<file path="config.mk">
export PLATFORM = sky130hd
export DESIGN_NAME = cpu_top
export DESIGN_NICKNAME = d
export VERILOG_FILES = /design/src/cpu_pkg.sv /design/src/fetch_unit.sv /design/src/reg_file.sv /design/src/decode_unit.sv /design/src/execute_unit.sv /design/src/writeback_unit.sv /design/src/cpu_top.sv
export VERILOG_INCLUDE_DIRS = /design/src
export SDC_FILE = /design/constraint.sdc
export NUM_CORES = 1
export LEC_CHECK = 0
export ABC_CLOCK_PERIOD_IN_PS = 7800
export BUFFER_PORTS_ARGS = -buffer_cell sky130_fd_sc_hd__buf_2
export CAP_MARGIN = 25
export CORE_MARGIN = 1.5
export CORE_UTILIZATION = 60
export CTS_BUF_LIST = sky130_fd_sc_hd__clkbuf_16
export CTS_CLUSTER_SIZE = 16
export DETAILED_ROUTE_END_ITERATION = 8
export GPL_TIMING_DRIVEN = 1
export PLACE_DENSITY = 0.78
export SLEW_MARGIN = 20
export SYNTH_ARGS = -nofsm -noshare
export SYNTH_HDL_FRONTEND = slang
export SYNTH_SLANG_ARGS = --single-unit
export TNS_END_PERCENT = 50
</file>
<file path="constraint.sdc">
create_clock -name clk -period 7.8 [get_ports clk]
set_input_delay 2.34 -clock clk [delete_from_list [all_inputs] [get_ports clk]]
set_output_delay 2.34 -clock clk [all_outputs]
set_load 0.1 [all_outputs]
</file>
<file path="src/cpu_macros.svh">
// width, opcode and ALU select constants for the 16-bit pipeline; include where needed
`ifndef CPU_MACROS_SVH
`define CPU_MACROS_SVH

// data path and register file
`define CPU_WORD_W     16
`define CPU_REG_COUNT  8
`define CPU_REG_IDX_W  3
`define CPU_OPC_W      5
`define CPU_ALU_SEL_W  2

// PC counts bytes, one instruction is two bytes
`define CPU_PC_STEP    2
`define CPU_RESET_PC   0

// opcodes, instruction bits 15 to 11
`define OPC_HALT       5'b00000
`define OPC_NOP        5'b00001
`define OPC_ADDI       5'b01000
`define OPC_SUBI       5'b01001
`define OPC_XORI       5'b01010
`define OPC_ANDNI      5'b01011
`define OPC_LBI        5'b11000
`define OPC_ALU_R      5'b11011

// ALU selects, same encoding as the R-format function field
`define ALU_ADD        2'b00
`define ALU_SUB        2'b01
`define ALU_XOR        2'b10
`define ALU_ANDN       2'b11

`endif

</file>
<file path="src/cpu_pkg.sv">
// shared types and pipeline register structs; imported by every RTL module of the core
`include "cpu_macros.svh"

package cpu_pkg;

   typedef logic [`CPU_WORD_W-1:0]    word_t;
   typedef logic [`CPU_WORD_W-1:0]    instr_t;
   typedef logic [`CPU_WORD_W-1:0]    pc_t;
   typedef logic [`CPU_REG_IDX_W-1:0] reg_idx_t;
   typedef logic [`CPU_OPC_W-1:0]     opcode_t;
   typedef logic [`CPU_ALU_SEL_W-1:0] alu_sel_t;

   typedef enum logic [0:0] {
      FETCH_RUN,
      FETCH_HALTED
   } fetch_state_e;

   // fetch to decode
   typedef struct packed {
      logic   valid;
      instr_t instr;
   } if_id_t;

   // decode to execute
   typedef struct packed {
      logic     valid;
      logic     wr_en;
      reg_idx_t rd;
      reg_idx_t rs;
      reg_idx_t rt;
      word_t    op_a;
      word_t    op_b;
      word_t    imm;
      logic     use_imm;
      // low for LBI, operand A is a forced zero
      logic     use_rs;
      // swapped operand order: SUBI and R-format sub
      logic     imm_minus_rs;
      alu_sel_t alu_sel;
      logic     halt;
      logic     bad_op;
   } id_ex_t;

   // execute to write-back, also the forwarding source
   typedef struct packed {
      logic     valid;
      logic     wr_en;
      reg_idx_t rd;
      word_t    data;
      logic     halt;
      logic     bad_op;
   } ex_wb_t;

   typedef struct packed {
      logic     valid;
      reg_idx_t rd;
      word_t    data;
   } retire_t;

endpackage

</file>
<file path="src/fetch_unit.sv">
// fetch stage; holds the PC, addresses instruction memory and fills the fetch/decode register
`include "cpu_macros.svh"

module fetch_unit
   import cpu_pkg::*;
(
   input  logic   clk,
   input  logic   rst_n,
   input  logic   halt_req,
   output pc_t    imem_addr,
   input  instr_t imem_data,
   output if_id_t if_id
);

   fetch_state_e state_q;
   pc_t          pc_q;

   // memory answers combinationally for the current PC
   assign imem_addr = pc_q;

   always_ff @(posedge clk or negedge rst_n) begin
      if (!rst_n) begin
         state_q <= FETCH_RUN;
         pc_q    <= pc_t'(`CPU_RESET_PC);
         if_id   <= '0;
      end else begin
         case (state_q)
            FETCH_RUN: begin
               if (halt_req) begin
                  // word fetched behind the halt is dropped, PC stays put
                  state_q     <= FETCH_HALTED;
                  if_id.valid <= 1'b0;
               end else begin
                  pc_q        <= pc_q + pc_t'(`CPU_PC_STEP);
                  if_id.valid <= 1'b1;
                  if_id.instr <= imem_data;
               end
            end
            FETCH_HALTED: begin
               // only reset leaves this state
               if_id.valid <= 1'b0;
            end
            default: begin
               state_q     <= FETCH_HALTED;
               if_id.valid <= 1'b0;
            end
         endcase
      end
   end

endmodule

</file>
<file path="src/reg_file.sv">
// eight-entry register file, two read ports and one write port with write-to-read bypass
`include "cpu_macros.svh"

module reg_file
   import cpu_pkg::*;
(
   input  logic     clk,
   input  logic     rst_n,
   input  reg_idx_t rd_idx_a,
   input  reg_idx_t rd_idx_b,
   output word_t    rd_data_a,
   output word_t    rd_data_b,
   input  logic     wr_en,
   input  reg_idx_t wr_idx,
   input  word_t    wr_data
);

   word_t regs_q [`CPU_REG_COUNT];

   always_ff @(posedge clk or negedge rst_n) begin
      if (!rst_n) begin
         for (int i = 0; i < `CPU_REG_COUNT; i++) begin
            regs_q[i] <= '0;
         end
      end else if (wr_en) begin
         regs_q[wr_idx] <= wr_data;
      end
   end

   // bypass covers the producer two ahead of the reader
   assign rd_data_a = (wr_en && (wr_idx == rd_idx_a)) ? wr_data : regs_q[rd_idx_a];
   assign rd_data_b = (wr_en && (wr_idx == rd_idx_b)) ? wr_data : regs_q[rd_idx_b];

endmodule

</file>
<file path="src/decode_unit.sv">
// decode stage; turns the opcode into controls, reads registers and fills the decode/execute register
`include "cpu_macros.svh"

module decode_unit
   import cpu_pkg::*;
(
   input  logic     clk,
   input  logic     rst_n,
   input  if_id_t   if_id,
   output logic     halt_req,
   output reg_idx_t rd_idx_a,
   output reg_idx_t rd_idx_b,
   input  word_t    rd_data_a,
   input  word_t    rd_data_b,
   output id_ex_t   id_ex
);

   opcode_t  opc;
   reg_idx_t rs;
   reg_idx_t rt;
   reg_idx_t rd;
   word_t    imm;
   word_t    imm5_sext;
   word_t    imm5_zext;
   word_t    imm8_sext;
   alu_sel_t alu_sel;
   logic     wr_en;
   logic     use_imm;
   logic     use_rs;
   logic     imm_minus_rs;
   logic     is_halt;
   logic     bad_op;

   assign opc = if_id.instr[`CPU_WORD_W-1 -: `CPU_OPC_W];
   assign rs  = if_id.instr[10:8];
   assign rt  = if_id.instr[7:5];

   assign imm5_sext = {{(`CPU_WORD_W-5){if_id.instr[4]}}, if_id.instr[4:0]};
   assign imm5_zext = {{(`CPU_WORD_W-5){1'b0}}, if_id.instr[4:0]};
   assign imm8_sext = {{(`CPU_WORD_W-8){if_id.instr[7]}}, if_id.instr[7:0]};

   always_comb begin
      wr_en        = 1'b0;
      use_imm      = 1'b0;
      use_rs       = 1'b1;
      imm_minus_rs = 1'b0;
      is_halt      = 1'b0;
      bad_op       = 1'b0;
      alu_sel      = `ALU_ADD;
      rd           = if_id.instr[7:5];
      imm          = imm5_sext;
      case (opc)
         `OPC_HALT: is_halt = 1'b1;
         `OPC_NOP: begin
            // no write and no side effect
         end
         `OPC_ADDI: begin
            wr_en   = 1'b1;
            use_imm = 1'b1;
         end
         `OPC_SUBI: begin
            wr_en        = 1'b1;
            use_imm      = 1'b1;
            imm_minus_rs = 1'b1;
            alu_sel      = `ALU_SUB;
         end
         `OPC_XORI: begin
            wr_en   = 1'b1;
            use_imm = 1'b1;
            imm     = imm5_zext;
            alu_sel = `ALU_XOR;
         end
         `OPC_ANDNI: begin
            wr_en   = 1'b1;
            use_imm = 1'b1;
            imm     = imm5_zext;
            alu_sel = `ALU_ANDN;
         end
         `OPC_LBI: begin
            // 0 + imm8, so the ALU needs no load case
            wr_en   = 1'b1;
            use_imm = 1'b1;
            use_rs  = 1'b0;
            rd      = rs;
            imm     = imm8_sext;
         end
         `OPC_ALU_R: begin
            wr_en        = 1'b1;
            rd           = if_id.instr[4:2];
            alu_sel      = if_id.instr[1:0];
            imm_minus_rs = (if_id.instr[1:0] == `ALU_SUB);
         end
         default: bad_op = 1'b1;
      endcase
   end

   assign rd_idx_a = rs;
   assign rd_idx_b = rt;

   // fetch stops on HALT and on anything it cannot decode
   assign halt_req = if_id.valid & (is_halt | bad_op);

   always_ff @(posedge clk or negedge rst_n) begin
      if (!rst_n) begin
         id_ex <= '0;
      end else begin
         id_ex.valid        <= if_id.valid;
         id_ex.wr_en        <= wr_en;
         id_ex.rd           <= rd;
         id_ex.rs           <= rs;
         id_ex.rt           <= rt;
         id_ex.op_a         <= use_rs ? rd_data_a : '0;
         id_ex.op_b         <= rd_data_b;
         id_ex.imm          <= imm;
         id_ex.use_imm      <= use_imm;
         id_ex.use_rs       <= use_rs;
         id_ex.imm_minus_rs <= imm_minus_rs;
         id_ex.alu_sel      <= alu_sel;
         id_ex.halt         <= is_halt | bad_op;
         id_ex.bad_op       <= bad_op;
      end
   end

endmodule

</file>
<file path="src/execute_unit.sv">
// execute stage; forwarding from write-back and the ALU, purely combinational
`include "cpu_macros.svh"

module execute_unit
   import cpu_pkg::*;
(
   input  id_ex_t id_ex,
   input  ex_wb_t wb_fwd,
   output ex_wb_t ex_result
);

   logic  fwd_live;
   logic  fwd_a;
   logic  fwd_b;
   word_t src_a;
   word_t src_b;
   word_t opnd_b;
   word_t alu_x;
   word_t alu_y;
   word_t alu_out;

   // the instruction just ahead sits in the write-back register
   assign fwd_live = wb_fwd.valid & wb_fwd.wr_en;
   assign fwd_a    = fwd_live & id_ex.use_rs & (wb_fwd.rd == id_ex.rs);
   assign fwd_b    = fwd_live & (wb_fwd.rd == id_ex.rt);

   assign src_a = fwd_a ? wb_fwd.data : id_ex.op_a;
   assign src_b = fwd_b ? wb_fwd.data : id_ex.op_b;

   assign opnd_b = id_ex.use_imm ? id_ex.imm : src_b;

   // swapped order gives imm - Rs and Rt - Rs
   assign alu_x = id_ex.imm_minus_rs ? opnd_b : src_a;
   assign alu_y = id_ex.imm_minus_rs ? src_a : opnd_b;

   always_comb begin
      case (id_ex.alu_sel)
         `ALU_ADD:  alu_out = alu_x + alu_y;
         `ALU_SUB:  alu_out = alu_x - alu_y;
         `ALU_XOR:  alu_out = alu_x ^ alu_y;
         `ALU_ANDN: alu_out = alu_x & ~alu_y;
         default:   alu_out = alu_x + alu_y;
      endcase
   end

   always_comb begin
      ex_result.valid  = id_ex.valid;
      ex_result.wr_en  = id_ex.wr_en;
      ex_result.rd     = id_ex.rd;
      ex_result.data   = alu_out;
      ex_result.halt   = id_ex.halt;
      ex_result.bad_op = id_ex.bad_op;
   end

endmodule

</file>
<file path="src/writeback_unit.sv">
// write-back stage; holds the execute result, writes the register file and reports retirements
module writeback_unit
   import cpu_pkg::*;
(
   input  logic     clk,
   input  logic     rst_n,
   input  ex_wb_t   ex_result,
   output ex_wb_t   wb_fwd,
   output logic     rf_wr_en,
   output reg_idx_t rf_wr_idx,
   output word_t    rf_wr_data,
   output retire_t  retire,
   output logic     halted,
   output logic     err
);

   ex_wb_t ex_wb_q;
   logic   wb_write;

   always_ff @(posedge clk or negedge rst_n) begin
      if (!rst_n) begin
         ex_wb_q <= '0;
         halted  <= 1'b0;
         err     <= 1'b0;
      end else begin
         ex_wb_q <= ex_result;
         // sticky, rises in the same edge as the halt's slot
         if (ex_result.valid && ex_result.halt) begin
            halted <= 1'b1;
            err    <= err | ex_result.bad_op;
         end
      end
   end

   assign wb_write = ex_wb_q.valid & ex_wb_q.wr_en;

   assign wb_fwd     = ex_wb_q;
   assign rf_wr_en   = wb_write;
   assign rf_wr_idx  = ex_wb_q.rd;
   assign rf_wr_data = ex_wb_q.data;

   assign retire.valid = wb_write;
   assign retire.rd    = ex_wb_q.rd;
   assign retire.data  = ex_wb_q.data;

endmodule

</file>
<file path="src/cpu_top.sv">
// top level of the four-stage core; wires fetch, decode, register file, execute and write-back
module cpu_top
   import cpu_pkg::*;
(
   input  logic    clk,
   input  logic    rst_n,
   output pc_t     imem_addr,
   input  instr_t  imem_data,
   output retire_t retire,
   output logic    halted,
   output logic    err
);

   logic     halt_req;
   if_id_t   if_id;
   id_ex_t   id_ex;
   ex_wb_t   ex_result;
   ex_wb_t   wb_fwd;
   reg_idx_t rd_idx_a;
   reg_idx_t rd_idx_b;
   word_t    rd_data_a;
   word_t    rd_data_b;
   logic     rf_wr_en;
   reg_idx_t rf_wr_idx;
   word_t    rf_wr_data;

   fetch_unit fetch_unit_i (
      .clk       (clk),
      .rst_n     (rst_n),
      .halt_req  (halt_req),
      .imem_addr (imem_addr),
      .imem_data (imem_data),
      .if_id     (if_id)
   );

   decode_unit decode_unit_i (
      .clk       (clk),
      .rst_n     (rst_n),
      .if_id     (if_id),
      .halt_req  (halt_req),
      .rd_idx_a  (rd_idx_a),
      .rd_idx_b  (rd_idx_b),
      .rd_data_a (rd_data_a),
      .rd_data_b (rd_data_b),
      .id_ex     (id_ex)
   );

   reg_file reg_file_i (
      .clk       (clk),
      .rst_n     (rst_n),
      .rd_idx_a  (rd_idx_a),
      .rd_idx_b  (rd_idx_b),
      .rd_data_a (rd_data_a),
      .rd_data_b (rd_data_b),
      .wr_en     (rf_wr_en),
      .wr_idx    (rf_wr_idx),
      .wr_data   (rf_wr_data)
   );

   execute_unit execute_unit_i (
      .id_ex     (id_ex),
      .wb_fwd    (wb_fwd),
      .ex_result (ex_result)
   );

   writeback_unit writeback_unit_i (
      .clk        (clk),
      .rst_n      (rst_n),
      .ex_result  (ex_result),
      .wb_fwd     (wb_fwd),
      .rf_wr_en   (rf_wr_en),
      .rf_wr_idx  (rf_wr_idx),
      .rf_wr_data (rf_wr_data),
      .retire     (retire),
      .halted     (halted),
      .err        (err)
   );

endmodule

</file>
==> results.cfg <==
[drt]
drtAntennaViolNets = 0
vias = 9163
wl_per_cell_um = 21.9
drtPass1Iterations = 9
dr.first_iter.drc_count = 672
routed_wl_mm = 31.6
routed_via_density = 6.37
drc = 2

[synth]
synth_warnings = 0
synth_top_family_by_area = multiplexers
ys_seq_elements = 242
syn_nets = 1195
synthesis.area_mm2 = 0.0135
synth_flop_cell = dfrtp_1
synth_xor_area_share_pct = 3.24
synth-simple-area-share_pct = 8.51
yosysUniqueCellTypes = 58
synth_mux_area_share_pct = 28.2
yosysMostFrequentCell = dfrtp_1
synth-compound-area-share_pct = 7.17
seq_area_frac_synth_pct = 44.9
synthCells = 1140
synth_edf_count = 0
netlist_top_cells_count = dfrtp_1, mux2_2, nand2_1, mux4_2, mux2i_1
async_reset_ff_share_pct = 100
synthDominantCellAreaShare_pct = 44.9
synth_top_area_cell = dfrtp_1
ys_top_cells_by_area = dfrtp_1, mux2_2, mux4_2
synth_adder_area_share_pct = 3.49
syn_area_per_cell_um2 = 11.8

[worst_setup_path]
worstPathRequired_ps = 8250
critical_path_class = reg2reg
r2r-start = writeback_unit_i.wb_fwd[21]
cp_max_fo = 19
crit_family = compound AO/OA/AOI/OAI gates
cp-startpoint = writeback_unit_i.wb_fwd[21]
crit_chain = nand2_1 > clkinv_1 > and4_1 > a2111oi_0 > a32oi_1 > a21oi_1 > and2_1 > nand4b_1 > o21ai_0 > xnor2_1 > ha_1 > and3_1 > a211oi_1 > o21ai_0 > a21oi_1 > xnor2_1 > or3_1 > a32oi_1
cpMaxStageDelayCell = a2111oi_0
crit_buf_inv = 1
critPathLaunchType = flop
cp_slowest_stage_delay_ps = 670
arrival_ps = 6060
end_kind = flop

[clocking]
cts_tree = done
cts_root_buffer = clkbuf_16
clkSlewWorstSetupHoldPaths_ps = 70
clk_latency_ps = 530
numCtsBuffers = 26
cts_resized = 0
hold_buffers = 0
cts_max_path_buffers = 3
cts_setup_buffers = 0
htree_levels = 1
cts_sinks = 242

[power_and_ir_drop]
clockPowerShare_pct = 18.7
comb_power_share_pct = 48.8
power_frac_seq_pct = 32.5
switchingPower_mw = 2.86
vdd_drop_max_v = 0.000263
p_leak_nw = 6.77
power.density_mw_per_mm2 = 439
swShare_pct = 44.4
power.internal_mw = 3.58

[floorplan]
dieArea_mm2 = 0.0234
initial_core_util_pct = 61.5
io_pins = 56
die_x_um = 153
fp.dieH_um = 153
fp.coreArea_mm2 = 0.0220
rows = 54

[timing]
max_clock_freq_ghz = 0.178
drv_slew = 0
rsz0062_at_grt = false
finalCritPeriodShare_pct = 72.0
min_period_ps = 5610
setup_viol = 0
worst_slew_pin_slew_ps = 1120
skew_ps = 13.7
setup_ws_ps = 2190
finalSetupTns_ps = 0
holdWs_ps = 356
slew_headroom_pct = 25.1
hold_viol = 0

[final_layout]
final_cell_area_mm2 = 0.0147
area_growth_pct = 8.66
drive_gt1_share_pct = 29.8
nets = 1193
antenna_cells = 0

[hold_path]
hold_class = reg2reg
hp-start = decode_unit_i.id_ex[63]

[global_routing]
track_usage_pct = 27.6
grt_max_degree = 184
grt_pass1_vias = 9284
grt_pass1_wl_mm = 50.6
grt_antenna_before_repair = 0
grt_overflow = 0

[placement]
dpl_cell_area_mm2 = 0.0138
dp_slack_ps = 2400
post-dp-hpwl_mm = 20.8
portBuffers = 54
gp_congestion = 0.871

[run_status]
violations = DRC
status = complete, but fails checks

[run]
drv_cap = 0
==> layer usage <==
metal | global-route usage [%] | part of all wire (%) | up-vias
li1 | - | - | 4103
met4 | 12.0 | 4.2 | 0
met3 | 4.11 | 6.3 | 93
met5 | 0 | 0 | -
met2 | 45.4 | 49 | 328
met1 | 36.8 | 41 | 4639
==> state kept, by name, summed over array words and instances, names as in the netlist <==
signal                       flops
reg_file_i.regs_q              128
decode_unit_i.id_ex             58
fetch_unit_i.if_id              17
writeback_unit_i.rf_wr_data     16
fetch_unit_i.imem_addr          15
writeback_unit_i.rf_wr_idx       3
writeback_unit_i.wb_fwd          2
fetch_unit_i.state_q             1
writeback_unit_i.err             1
writeback_unit_i.halted          1
==> cell type report <==
type / count / area (um^2)
Timing Repair Buffer: 74 / 443
Tap cell: 280 / 350
Fill cell: 1563 / 7290
Inverter: 29 / 109
Sequential cell: 242 / 6060
Clock buffer: 27 / 676
Clock inverter: 21 / 160
Multi-Input combinational cell: 765 / 6870
==> power groups by stage <==
stage | Clock (mW) | Sequential, mW | Combinational (mW)
finish | 1.20 | 2.10 | 3.14
global route | 1.26 | 2.14 | 3.43
CTS | 1.21 | 2.08 | 3.13
detailed placement | 0 | 2.10 | 3.12
global placement | 0 | 2.08 | 3.04
floorplan | 0 | 1.87 | 2.71
==> cell usage in the layout, fill, tap and decap left out, types with 5 or more instances in the layout <==
cell type	n
dfrtp_1	240
mux2_2	150
clkbuf_16	27
mux2i_1	63
and2_1	8
mux4_2	64
and3_1	8
a21o_1	7
clkinv_1	6
clkinv_2	9
nand3_1	15
xnor2_1	33
o21ai_0	46
nand2b_1	16
a21oi_1	24
xor2_1	17
nor2b_1	7
a211oi_1	22
o22ai_1	6
nor3_1	7
buf_4	19
buf_2	53
inv_1	29
ha_1	36
nor2_1	57
a41oi_1	5
nand2_1	99
a22oi_1	5
nand4_1	9
==> metrics by stage <==
step                      power (mW)  instances  utilization, %
after floorplan                 4.59       1140               -
after global placement          5.12       1390            63.0
after detailed placement        5.21       1390            63.0
after CTS                       6.43       1438            66.8
after global routing            6.84       1438            66.8
final                           6.44       1438            66.8
==> cells by family after synthesis <==
| group | count (synthesis) |
|---|---|
| xor+xnor | 50 |
| simple gates | 248 |
| compound gates | 149 |
| flops | 242 |
| buf+inv | 133 |
| fa+ha+maj | 37 |
| other cells | 1 |
| mux | 280 |
==> worst paths after layout <==
kind	end	slack [ps]	cells after the start
max	writeback_unit_i.rf_wr_data[15]	2190	18
min	writeback_unit_i.rf_wr_idx[2]	360	0
max reg2reg	writeback_unit_i.rf_wr_data[15]	2190	18
min reg2reg	writeback_unit_i.rf_wr_idx[2]	360	0
max in group asynchronous	fetch_unit_i.if_id[8]	4760	2
min in group asynchronous	writeback_unit_i.rf_wr_data[3]	1710	1
Note: power is estimated with default switching activity, not from simulation.
